$ cat src/nccPkg.sv
package nccPkg;

	// pixel and patch geometry
	localparam int PixelWidth = 9;
	localparam int PatchDim = 4;
	localparam int PatchPixels = PatchDim * PatchDim;
	localparam int RowWidth = $clog2(PatchDim);

	// log format is exact for a 9-bit magnitude
	localparam int FracBits = 8;
	localparam int ExpWidth = 4;
	localparam int LogWidth = ExpWidth + FracBits;
	localparam int LogSumWidth = LogWidth + 1;
	// largest product exponent is twice the top pixel exponent
	localparam int ShiftWidth = FracBits + 1 + 2 * (PixelWidth - 1);

	localparam int ScoreWidth = 24;

	// search frame
	localparam int WindowsPerFrame = 16;
	localparam int IndexWidth = $clog2(WindowsPerFrame);

	typedef struct packed {
		logic sign;
		logic zero;
		logic [ExpWidth-1:0] exp;
		logic [FracBits-1:0] frac;
	} logVal_t;

	typedef enum logic {WIN_IDLE, WIN_SCORE} winState_t;

endpackage : nccPkg

$ cat src/matchCtrlIf.sv
`timescale 1ns/1ps

interface matchCtrlIf;
	import nccPkg::*;

	logic descWrite;
	logic [RowWidth-1:0] descRow;
	logic winLoad;
	logic scoreValid;
	logic [IndexWidth-1:0] windowIndex;

	// control side drives every strobe
	modport ctrl (output descWrite, descRow, winLoad, scoreValid, windowIndex);

	// log registers only need the load strobes
	modport array (input descWrite, descRow, winLoad);

	modport tracker (input scoreValid, windowIndex);

endinterface : matchCtrlIf

$ cat src/bestMatchTracker.sv
`timescale 1ns/1ps

module bestMatchTracker (
	input logic clk,
	input logic rst,
	matchCtrlIf.tracker ctl,
	input logic signed [nccPkg::ScoreWidth-1:0] score,
	output logic [nccPkg::ScoreWidth-1:0] bestScore,
	output logic [nccPkg::IndexWidth-1:0] bestIndex
);
	import nccPkg::*;

	logic [ScoreWidth-1:0] mag;
	logic frameStart;
	logic better;

	assign mag = score[ScoreWidth-1] ? ScoreWidth'(-score) : score;

	// window 0 opens a new frame and always replaces the best
	assign frameStart = (ctl.windowIndex == '0);

	// strictly greater, so a tie keeps the earlier window
	assign better = mag > bestScore;

	always_ff @(posedge clk, posedge rst) begin
		if (rst) begin
			bestScore <= '0;
			bestIndex <= '0;
		end
		else if (ctl.scoreValid && (frameStart || better)) begin
			bestScore <= mag;
			bestIndex <= ctl.windowIndex;
		end
	end

endmodule : bestMatchTracker

$ cat src/correlationArray.sv
`timescale 1ns/1ps

module correlationArray (
	input logic clk,
	input logic rst,
	matchCtrlIf.array ctl,
	input logic [nccPkg::PatchDim*nccPkg::PixelWidth-1:0] descPixels,
	input logic [nccPkg::PatchPixels*nccPkg::PixelWidth-1:0] windowPixels,
	output logic signed [nccPkg::ScoreWidth-1:0] score
);
	import nccPkg::*;

	logVal_t descRowLog [PatchDim];
	logVal_t winLog [PatchPixels];
	logVal_t descReg [PatchPixels];
	logVal_t winReg [PatchPixels];
	logic signed [ScoreWidth-1:0] rowTotal [PatchDim];

	// logs of one incoming descriptor row
	for (genvar c = 0; c < PatchDim; c++) begin : gDescLog
		pixelLog2 descLog2 (
			.pixel(descPixels[c*PixelWidth +: PixelWidth]),
			.logOut(descRowLog[c])
		);
	end

	// logs of the whole window in parallel
	for (genvar p = 0; p < PatchPixels; p++) begin : gWinLog
		pixelLog2 winLog2 (
			.pixel(windowPixels[p*PixelWidth +: PixelWidth]),
			.logOut(winLog[p])
		);
	end

	always_ff @(posedge clk, posedge rst) begin
		if (rst) begin
			for (int i = 0; i < PatchPixels; i++) begin
				descReg[i] <= '0;
				winReg[i] <= '0;
			end
		end
		else begin
			for (int r = 0; r < PatchDim; r++) begin
				for (int c = 0; c < PatchDim; c++) begin
					if (ctl.descWrite && ctl.descRow == RowWidth'(r)) begin
						descReg[r*PatchDim+c] <= descRowLog[c];
					end
				end
			end
			if (ctl.winLoad) begin
				for (int i = 0; i < PatchPixels; i++) begin
					winReg[i] <= winLog[i];
				end
			end
		end
	end

	// each PE row accumulates left to right
	for (genvar r = 0; r < PatchDim; r++) begin : gRow
		logic signed [ScoreWidth-1:0] acc [PatchDim+1];

		assign acc[0] = '0;

		for (genvar c = 0; c < PatchDim; c++) begin : gCol
			logVal_t d;
			logVal_t w;
			logic [LogSumWidth-1:0] logSum;
			logic [ShiftWidth-1:0] shifted;
			logic [ScoreWidth-1:0] prod;

			assign d = descReg[r*PatchDim+c];
			assign w = winReg[r*PatchDim+c];

			// multiply is an add in the log domain
			assign logSum = LogSumWidth'({d.exp, d.frac}) + LogSumWidth'({w.exp, w.frac});

			// Mitchell antilog shifts (1.F) left by E and truncates
			assign shifted = ShiftWidth'({1'b1, logSum[FracBits-1:0]})
				<< logSum[LogSumWidth-1:FracBits];
			assign prod = (d.zero || w.zero) ? '0 : ScoreWidth'(shifted[ShiftWidth-1:FracBits]);

			assign acc[c+1] = (d.sign ^ w.sign) ? acc[c] - signed'(prod) : acc[c] + signed'(prod);
		end

		assign rowTotal[r] = acc[PatchDim];
	end

	// patch sum
	always_comb begin
		score = '0;
		for (int r = 0; r < PatchDim; r++) begin
			score = score + rowTotal[r];
		end
	end

endmodule : correlationArray

$ cat src/matchControl.sv
`timescale 1ns/1ps

module matchControl (
	input logic clk,
	input logic rst,
	input logic windowValid,
	input logic descValid,
	matchCtrlIf.ctrl ctl,
	output logic windowDone
);
	import nccPkg::*;

	winState_t state;
	logic [RowWidth-1:0] rowCount;
	logic [IndexWidth-1:0] winCount;

	// descriptor rows load straight from the strobe
	assign ctl.descWrite = descValid;
	assign ctl.descRow = rowCount;

	// new windows are only taken while idle
	assign ctl.winLoad = (state == WIN_IDLE) && windowValid;
	assign ctl.scoreValid = (state == WIN_SCORE);
	assign ctl.windowIndex = winCount;
	assign windowDone = (state == WIN_SCORE);

	always_ff @(posedge clk, posedge rst) begin
		if (rst) begin
			rowCount <= '0;
		end
		else if (descValid) begin
			if (rowCount == RowWidth'(PatchDim - 1)) begin
				rowCount <= '0;
			end
			else begin
				rowCount <= rowCount + 1'b1;
			end
		end
	end

	// one score cycle per accepted window
	always_ff @(posedge clk, posedge rst) begin
		if (rst) begin
			state <= WIN_IDLE;
		end
		else begin
			case (state)
				WIN_IDLE: begin
					if (windowValid) begin
						state <= WIN_SCORE;
					end
				end
				WIN_SCORE: state <= WIN_IDLE;
				default: state <= WIN_IDLE;
			endcase
		end
	end

	// frame window counter wraps after the last window of a frame
	always_ff @(posedge clk, posedge rst) begin
		if (rst) begin
			winCount <= '0;
		end
		else if (state == WIN_SCORE) begin
			if (winCount == IndexWidth'(WindowsPerFrame - 1)) begin
				winCount <= '0;
			end
			else begin
				winCount <= winCount + 1'b1;
			end
		end
	end

endmodule : matchControl

$ cat src/pixelLog2.sv
`timescale 1ns/1ps

module pixelLog2 (
	input logic signed [nccPkg::PixelWidth-1:0] pixel,
	output nccPkg::logVal_t logOut
);
	import nccPkg::*;

	logic [PixelWidth-1:0] mag;
	logic [ExpWidth-1:0] lead;
	logic [PixelWidth-1:0] aligned;

	// -256 maps to a magnitude of 9'h100
	assign mag = pixel[PixelWidth-1] ? PixelWidth'(-pixel) : pixel;

	// leading one position is the integer part of the log
	always_comb begin
		lead = '0;
		for (int i = 0; i < PixelWidth; i++) begin
			if (mag[i]) begin
				lead = ExpWidth'(i);
			end
		end
	end

	// push the leading one up to bit FracBits so the bits below it form the fraction
	assign aligned = mag << (FracBits - int'(lead));

	always_comb begin
		logOut.sign = pixel[PixelWidth-1];
		logOut.zero = (mag == '0);
		logOut.exp = lead;
		logOut.frac = aligned[FracBits-1:0];
	end

endmodule : pixelLog2

$ cat src/templateMatcher.sv
`timescale 1ns/1ps

module templateMatcher (
	input logic clk,
	input logic rst,
	input logic descValid,
	input logic [nccPkg::PatchDim*nccPkg::PixelWidth-1:0] descPixels,
	input logic windowValid,
	input logic [nccPkg::PatchPixels*nccPkg::PixelWidth-1:0] windowPixels,
	output logic windowDone,
	output logic [nccPkg::ScoreWidth-1:0] bestScore,
	output logic [nccPkg::IndexWidth-1:0] bestIndex
);
	import nccPkg::*;

	logic signed [ScoreWidth-1:0] score;

	matchCtrlIf ctl ();

	// strobes, row counter and window counter
	matchControl control (
		.clk(clk),
		.rst(rst),
		.windowValid(windowValid),
		.descValid(descValid),
		.ctl(ctl.ctrl),
		.windowDone(windowDone)
	);

	// log registers and PE grid
	correlationArray array (
		.clk(clk),
		.rst(rst),
		.ctl(ctl.array),
		.descPixels(descPixels),
		.windowPixels(windowPixels),
		.score(score)
	);

	bestMatchTracker tracker (
		.clk(clk),
		.rst(rst),
		.ctl(ctl.tracker),
		.score(score),
		.bestScore(bestScore),
		.bestIndex(bestIndex)
	);

endmodule : templateMatcher

$ cat config.mk
export PLATFORM = sky130hd
export DESIGN_NAME = templateMatcher
export DESIGN_NICKNAME = d
export VERILOG_FILES = /design/src/nccPkg.sv /design/src/matchCtrlIf.sv /design/src/bestMatchTracker.sv /design/src/correlationArray.sv /design/src/matchControl.sv /design/src/pixelLog2.sv /design/src/templateMatcher.sv
export SDC_FILE = /design/constraint.sdc
export NUM_CORES = 2
export LEC_CHECK = 0
export ABC_AREA = 1
export BUFFER_PORTS_ARGS = -buffer_cell sky130_fd_sc_hd__buf_4
export CORE_MARGIN = 8
export CORE_UTILIZATION = 60
export CTS_CLUSTER_DIAMETER = 200
export DETAILED_ROUTE_END_ITERATION = 6
export PLACE_DENSITY = 0.8
export RECOVER_POWER = 100
export SETUP_SLACK_MARGIN = 0.3
export SLEW_MARGIN = 20
export SYNTH_ARGS = -nofsm -noshare
export SYNTH_HDL_FRONTEND = slang
export SYNTH_HIERARCHICAL = 1
export SYNTH_SLANG_ARGS = --single-unit
export TNS_END_PERCENT = 30
$ cat constraint.sdc
create_clock -name clk -period 15.3 [get_ports clk]
set_input_delay 3.06 -clock clk [delete_from_list [all_inputs] [get_ports clk]]
set_output_delay 3.06 -clock clk [all_outputs]
set_load 0.01 [all_outputs]
======== Yosys cells after proc, flatten, opt, wreduce, memory -nomap -nowiden ========
Cells that the tools add are included.
operators by class
  mux-type cells .......................... 217
  equal/unequal tests ..................... 4
  shift-type cells ........................ 36
  add/sub/neg operators ................... 90
  bitwise logic cells ..................... 17
  $lt $le $gt $ge ......................... 1
  reduce and logical (&&, ||, !) cells .... 45
operators with widths
  operator                 number
  $shl A9 B32 Y8           20
  $mux W4                  141
  $mux W24                 17
  $shl A9 B5 Y25           16
  $add A24 B24 Y24         15
  $sub A24 B24 Y24         12
  $mux W17                 16
  $add A12 B12 Y13         16
  $logic_not A9 Y1         20
  $mux W9                  20
  $neg A9 Y9               20
  $sub A4 B4 Y5 const A    20
  $sub A1 B24 Y24 const A  4
  $gt A24 B24 Y1           1
  $neg A24 Y24             1
  $mux W1                  21
  $logic_or A1 B1 Y1       17
  $xor A1 B1 Y1            16
  $logic_and A1 B1 Y1      6
  $add A4 B1 Y4 const B    1
  $eq A2 B2 Y1 const B     2
  $eq A4 B4 Y1 const B     1
  $logic_not A4 Y1         1
  $add A2 B1 Y2 const B    1
  5 further kinds          5
storage, ports and cells
  word-level logic and storage cells ...... 543
  output and inout bits ................... 29
  register bits ........................... 483
  input port bits ......................... 184

======== Depth between registers and ports, before layout ========
  depth after elaboration ................. 19
  depth in mapped cells ................... 85
  mapped depth without buffers ............ 84

======== By module ========
Netlist, hierarchy kept.
modules (own cells, without submodules)
  module                                       instances  cells an instance  area each (um^2)  seq. area each (um^2)
  correlationArray                             1          8787               58300.9           11210.8
  pixelLog2 at array.gDescLog[0].descLog2 ...  19         138                716.9             0.0
  bestMatchTracker                             1          352                2369.8            700.7
  pixelLog2 at array.gWinLog[9].winLog2        1          141                693.2             0.0
  matchControl                                 1          38                 335.3             175.2

======== Worst setup path after synthesis ========
OpenSTA, ideal clock, no wires.
  path type ............................... register to register
  start ................................... reg array/descReg[140] (netlist name)
  end ..................................... reg tracker/bestScore[0] (netlist name)
  period minus slack after synthesis ...... 11012 ps
  stages on the path, launching flop included .. 79
  arrival time ............................ 10895 ps
  setup time .............................. 117 ps
  path slack .............................. 4288 ps
  path buffers ............................ 3
  data required time ...................... 15183 ps
  cells stage by stage .................... dfrtp_1 > ha_1 > inv_1 > fa_1 > inv_1 > nand2_1 > nand2_1 > nand3_4 > nand2_2 > nand2_2 > nand2_4 > buf_6 > nand2_1 > inv_2 > nand2_1 > o21ai_2 > nand3_2 > ha_1 > [... 43 more ...] > nand3_1 > nand2_1 > buf_2 > nand2_1 > xor2_1 > ha_1 > nand2_1 > nor2_1 > nand4_1 > nor2_2 > nand2_1 > nand3_1 > nand2_1 > nand2_2 > nand2_2 > buf_4 > nand2_1 > nand2_1
between the ends
  elaborated cells on any way between the ends .. 20
  those cells by class .................... add/sub: 11; order compare: 1; shift: 1; mux: 5; reduce/logical: 2
RTL lines
  what                                                  RTL line                text
  start, declared                                       correlationArray.sv:15  logVal_t descReg [PatchPixels];
  start signal, assigned by index                       correlationArray.sv:46  descReg[r*PatchDim+c] <= descRowLog[c];
  $add A12 B12 Y13 (*)                                  correlationArray.sv:75  assign logSum = LogSumWidth'({d.exp, d.frac}) + LogSumWidth'({w.exp, w.frac});
  $shl A9 B5 Y25 (*)                                    correlationArray.sv:78  assign shifted = ShiftWidth'({1'b1, logSum[FracBits-1:0]})
  $mux W17 (*)                                          correlationArray.sv:80  assign prod = (d.zero || w.zero) ? '0 : ScoreWidth'(shifted[ShiftWidth-1:FracBits]);
  $add A24 B24 Y24 or $sub A24 B24 Y24 (tied branches)  correlationArray.sv:82  assign acc[c+1] = (d.sign ^ w.sign) ? acc[c] - signed'(prod) : acc[c] + signed'(prod);
  $mux W24 (*)                                          correlationArray.sv:82
  $add A24 B24 Y24 or $sub A24 B24 Y24 (tied branches)  correlationArray.sv:82
  $mux W24 (*)                                          correlationArray.sv:82
  $add A24 B24 Y24 or $sub A24 B24 Y24 (tied branches)  correlationArray.sv:82
  $mux W24 (*)                                          correlationArray.sv:82
  $add A24 B24 Y24 (*) (3 in series)                    correlationArray.sv:92  score = score + rowTotal[r];
  via score[23]                                         templateMatcher.sv:16   logic signed [ScoreWidth-1:0] score;
  $mux W24 (*)                                          bestMatchTracker.sv:17  assign mag = score[ScoreWidth-1] ? ScoreWidth'(-score) : score;
  via tracker.mag[15]                                   bestMatchTracker.sv:13  logic [ScoreWidth-1:0] mag;
  $gt A24 B24 Y1 (*)                                    bestMatchTracker.sv:23  assign better = mag > bestScore;
  $logic_or A1 B1 Y1 (*)                                bestMatchTracker.sv:30  else if (ctl.scoreValid && (frameStart || better)) begin
  $logic_and A1 B1 Y1 (*)                               bestMatchTracker.sv:30
  end signal, assigned                                  bestMatchTracker.sv:31  bestScore <= mag;
  end, declared                                         bestMatchTracker.sv:8   output logic [nccPkg::ScoreWidth-1:0] bestScore,
Mark *: on every way through the listed nets, which the timed path passes. The rest lies on a longest branch.
A chain may end at the register's enable or synchronous reset.

======== Worst setup path after layout ========
  start ................................... reg array.winReg (netlist bit array/gRow[2].gCol[0].w[0])
  end ..................................... reg tracker/bestScore[9] (netlist name)
between the ends
  elaborated cells on any way between the ends .. 21
  those cells by class .................... add/sub: 11; order compare: 1; shift: 1; mux: 6; reduce/logical: 2
RTL lines
  what                                                  RTL line                text
  start, declared                                       correlationArray.sv:16  logVal_t winReg [PatchPixels];
  start signal, assigned by index                       correlationArray.sv:52  winReg[i] <= winLog[i];
  $add A12 B12 Y13 (*)                                  correlationArray.sv:75
  $shl A9 B5 Y25 (*)                                    correlationArray.sv:78
  $mux W17 (*)                                          correlationArray.sv:80
  $sub A1 B24 Y24                                       correlationArray.sv:82
  $mux W24 (*)                                          correlationArray.sv:82
  $add A24 B24 Y24 or $sub A24 B24 Y24 (tied branches)  correlationArray.sv:82
  $mux W24 (*)                                          correlationArray.sv:82
  $add A24 B24 Y24 or $sub A24 B24 Y24 (tied branches)  correlationArray.sv:82
  [... 2 more ...]                                      n/a
  $mux W24 (*)                                          correlationArray.sv:82
  $add A24 B24 Y24 (*) (2 in series)                    correlationArray.sv:92
  via score[23]                                         templateMatcher.sv:16
  $mux W24 (*)                                          bestMatchTracker.sv:17
  via tracker.mag[17]                                   bestMatchTracker.sv:13
  $gt A24 B24 Y1 (*)                                    bestMatchTracker.sv:23
  $logic_or A1 B1 Y1 (*)                                bestMatchTracker.sv:30
  $logic_and A1 B1 Y1 (*)                               bestMatchTracker.sv:30
Marked as above.

==> reports/qor.txt <==
CTS resizes: 0
Post-synth ARST share: 100%
Yosys top cell area share: 18.6%
Worst Skew: 59.5 ps
most common flop cell mapped by yosys: dfrtp_1
violated checks: design-rule violations, max-capacitance violations, max-slew violations
Fillers: 11800
synthesized flop and latch total: 483
CP endpoint: tracker/bestScore[9]$_DFFE_PP0P_
core area: 125000 µm²
vias in the first global route: 72500
critical path capture point type: flip-flop
wire length on met2: 102000 µm
most frequent cell on the critical path: nand2_1
Worst Reg-to-Reg Cells: 73
port buffer count: 212
CP startpoint kind: flip-flop
Reg-to-Reg Start: array/gRow[2].gCol[0].w[0]$_DFFE_PP0P_
crit path launch: array/gRow[2].gCol[0].w[0]$_DFFE_PP0P_
post-detail-place hpwl: 196000 µm
DRC: 8
Mean Syn Cell Area: 6.31 µm²
clk root buf: clkbuf_16
top post-synthesis cells by area: nand2_1 19%, dfrtp_1 16%, ha_1 9.9%, nand3_1 9.2%, inv_1 6.5%
Seq/Total Area, Yosys: 16.0%
register area: 12100 µm²
f_max: 0.0720 GHz
number of max-cap violations: 16
io pins: 213
GRT Total Usage: 33.7%
Layout Nets: 12800
Yosys top cell by area: nand2_1
clock transition at the registers of the reported paths: 70 ps
fin crit share: 90.7%
# hold bufs at CTS: 0
number of synthesized flops with an enable pin: 0
Non-Filler Instances: 13700
Synth cell types: 72
Inst Count DP: 13600
area grow syn2layout: 5.45%
die span in y: 370 µm
Tmin final: 13880 ps
Final Wtd Congestion: 1.08
most common cell after layout, fill and taps aside: nand2_1
Slowest-stage cell, CP: o21ai_0
full die area: 137000 µm²
DRT Pass-1 Iters: 7
initial antenna violation count: 16
Worst EP required: 15900 ps
setup slack, reg-to-reg: 1420 ps
Setup Viol. Count Final: 0
uppermost layer routed: met5
most frequent cells in the layout: 3741 x nand2_1, 1389 x nand3_1, 1299 x inv_1, 638 x nor2_1, 637 x o21ai_0
Routed WL: 240000 µm
# rows: 130
clock insertion delay at the later pin of the skew report: 720 ps
Worst Path Arrival: 14480 ps
Crit Path Class: flip-flop to flip-flop
Slew @ Worst Pin: 7580 ps
Via density: 5.78
Num CTS Buffers: 58
H-tree depth: 2
routed len/inst: 17.5 µm
YS warnings: 6
starting density of the core: 60.2%
setup TNS: 0 ps
Max Buffers Root-to-Sink: 3
initial detailed-routing violation count: 8074
Synth Net Count: 12800
largest net degree at the start of global routing: 164
GR Overflow Total: 0
worst hold path type: flip-flop to flip-flop
worst stage delay on the critical path: 540 ps
RSZ-0062 raised after global routing: no
multi-input logic area: 56100 µm²
delay-heaviest family, CP: simple AND/OR/NAND/NOR gates
CP Max Fanout: 29
vias: 79100
Slew HR: -405%
met3 wire len: 20900 µm
final antenna-violating net count: 0
Fin. Hold Viols: 0
max-slew violation count: 1176
CTS Sinks: 483
status: finished, violations left
Post-Route M1 WL: 105000 µm
first-pass GRT wire length: 380000 µm
synthesized area: 75300 µm²
# Post-CTS Setup Buffers: 0
share of layout cells above drive strength 1: 11.3%
width of the die: 370 µm
terminus of the critical flop-to-flop path: tracker/bestScore[9]$_DFFE_PP0P_
cells after synthesis: 11900
CTS tree: built
Buffers & Inverters on Critical Path: 7
WP depth: 73
through the flow:
stage                     utilization [%]  setup slack, ps  hold slack, ps  instance area [µm²]
after CTS                            63.7             1550             486                79700
after detailed placement             62.0             1530             470                77600
after global placement               62.0             1920             460                77600
after floorplan                         -             4290             454                75300
after global routing                 63.5              227             505                79400
final                                63.5             1420             482                79400
metal layers:
layer,vias up,track usage (%)
li1,39000,-
met1,36500,45.7
met2,3093,52.4
met3,512,6.28
met4,12,14.2
met5,-,0
worst min-delay path by stage:
stage	from	to	slack [ps]	cells past startpoint
finish	tracker/bestIndex[1]$_DFFE_PP0P_	tracker/bestIndex[1]$_DFFE_PP0P_	480	2
global placement	tracker/bestIndex[1]$_DFFE_PP0P_	tracker/bestIndex[1]$_DFFE_PP0P_	460	2
floorplan	array/descReg[110]$_DFFE_PP0P_	array/descReg[110]$_DFFE_PP0P_	450	2
detailed placement	tracker/bestIndex[2]$_DFFE_PP0P_	tracker/bestIndex[2]$_DFFE_PP0P_	470	2
global route	array/descReg[68]$_DFFE_PP0P_	array/descReg[68]$_DFFE_PP0P_	510	2
CTS	tracker/bestIndex[2]$_DFFE_PP0P_	tracker/bestIndex[2]$_DFFE_PP0P_	490	2
cell type report:
| class | instances | share of cell area [%] |
|---|---|---|
| Antenna cell | 15 | 0.0473 |
| Clock buffer | 73 | 2.01 |
| Clock inverter | 35 | 0.618 |
| Inverter | 1449 | 6.92 |
| Multi-Input combinational cell | 9750 | 70.6 |
| Sequential cell | 483 | 15.2 |
| Tap cell | 1650 | 2.60 |
| Timing Repair Buffer | 230 | 1.96 |
synthesized netlist by cell type (all sizes together) (99+ instances only):
cell type / n
nand4: 133
o21ai: 788
dfrtp: 483
xor2: 391
nor3: 99
nand2: 4084
inv: 1441
buf: 165
mux2: 205
ha: 594
xnor2: 222
nand3: 1503
a21oi: 638
nor2: 736
worst register-to-register path: cells and delay by family (launching register included):
family / cells / cell delay (ps)
XOR/XNOR: 4 / 680
AO/OA/AOI/OAI: 18 / 3690
flip-flops: 1 / 360
adder cells (fa/ha/maj): 10 / 3770
buffers and inverters: 7 / 930
AND/OR/NAND/NOR: 34 / 4300
cell families after synthesis:
kind of cell | share of synthesized area, %
AND/OR/NAND/NOR | 40.4
buffers and inverters | 9.42
AO/OA/AOI/OAI | 11.7
flip-flops | 16.0
multiplexers | 3.06
XOR/XNOR | 7.48
adder cells (fa/ha/maj) | 11.8
flip-flops by register name, summed over array words and instances (netlist names):
register                 cells
tracker/bestScore           24
tracker/bestIndex            4
array/gRow.gCol.w          224
control/ctl.scoreValid       1
array/descReg              224
control/ctl.windowIndex      4
control/ctl.descRow          2
Power is not shown: default switching activity piles up to over one toggle a cycle in this logic, so the estimate is an artifact.
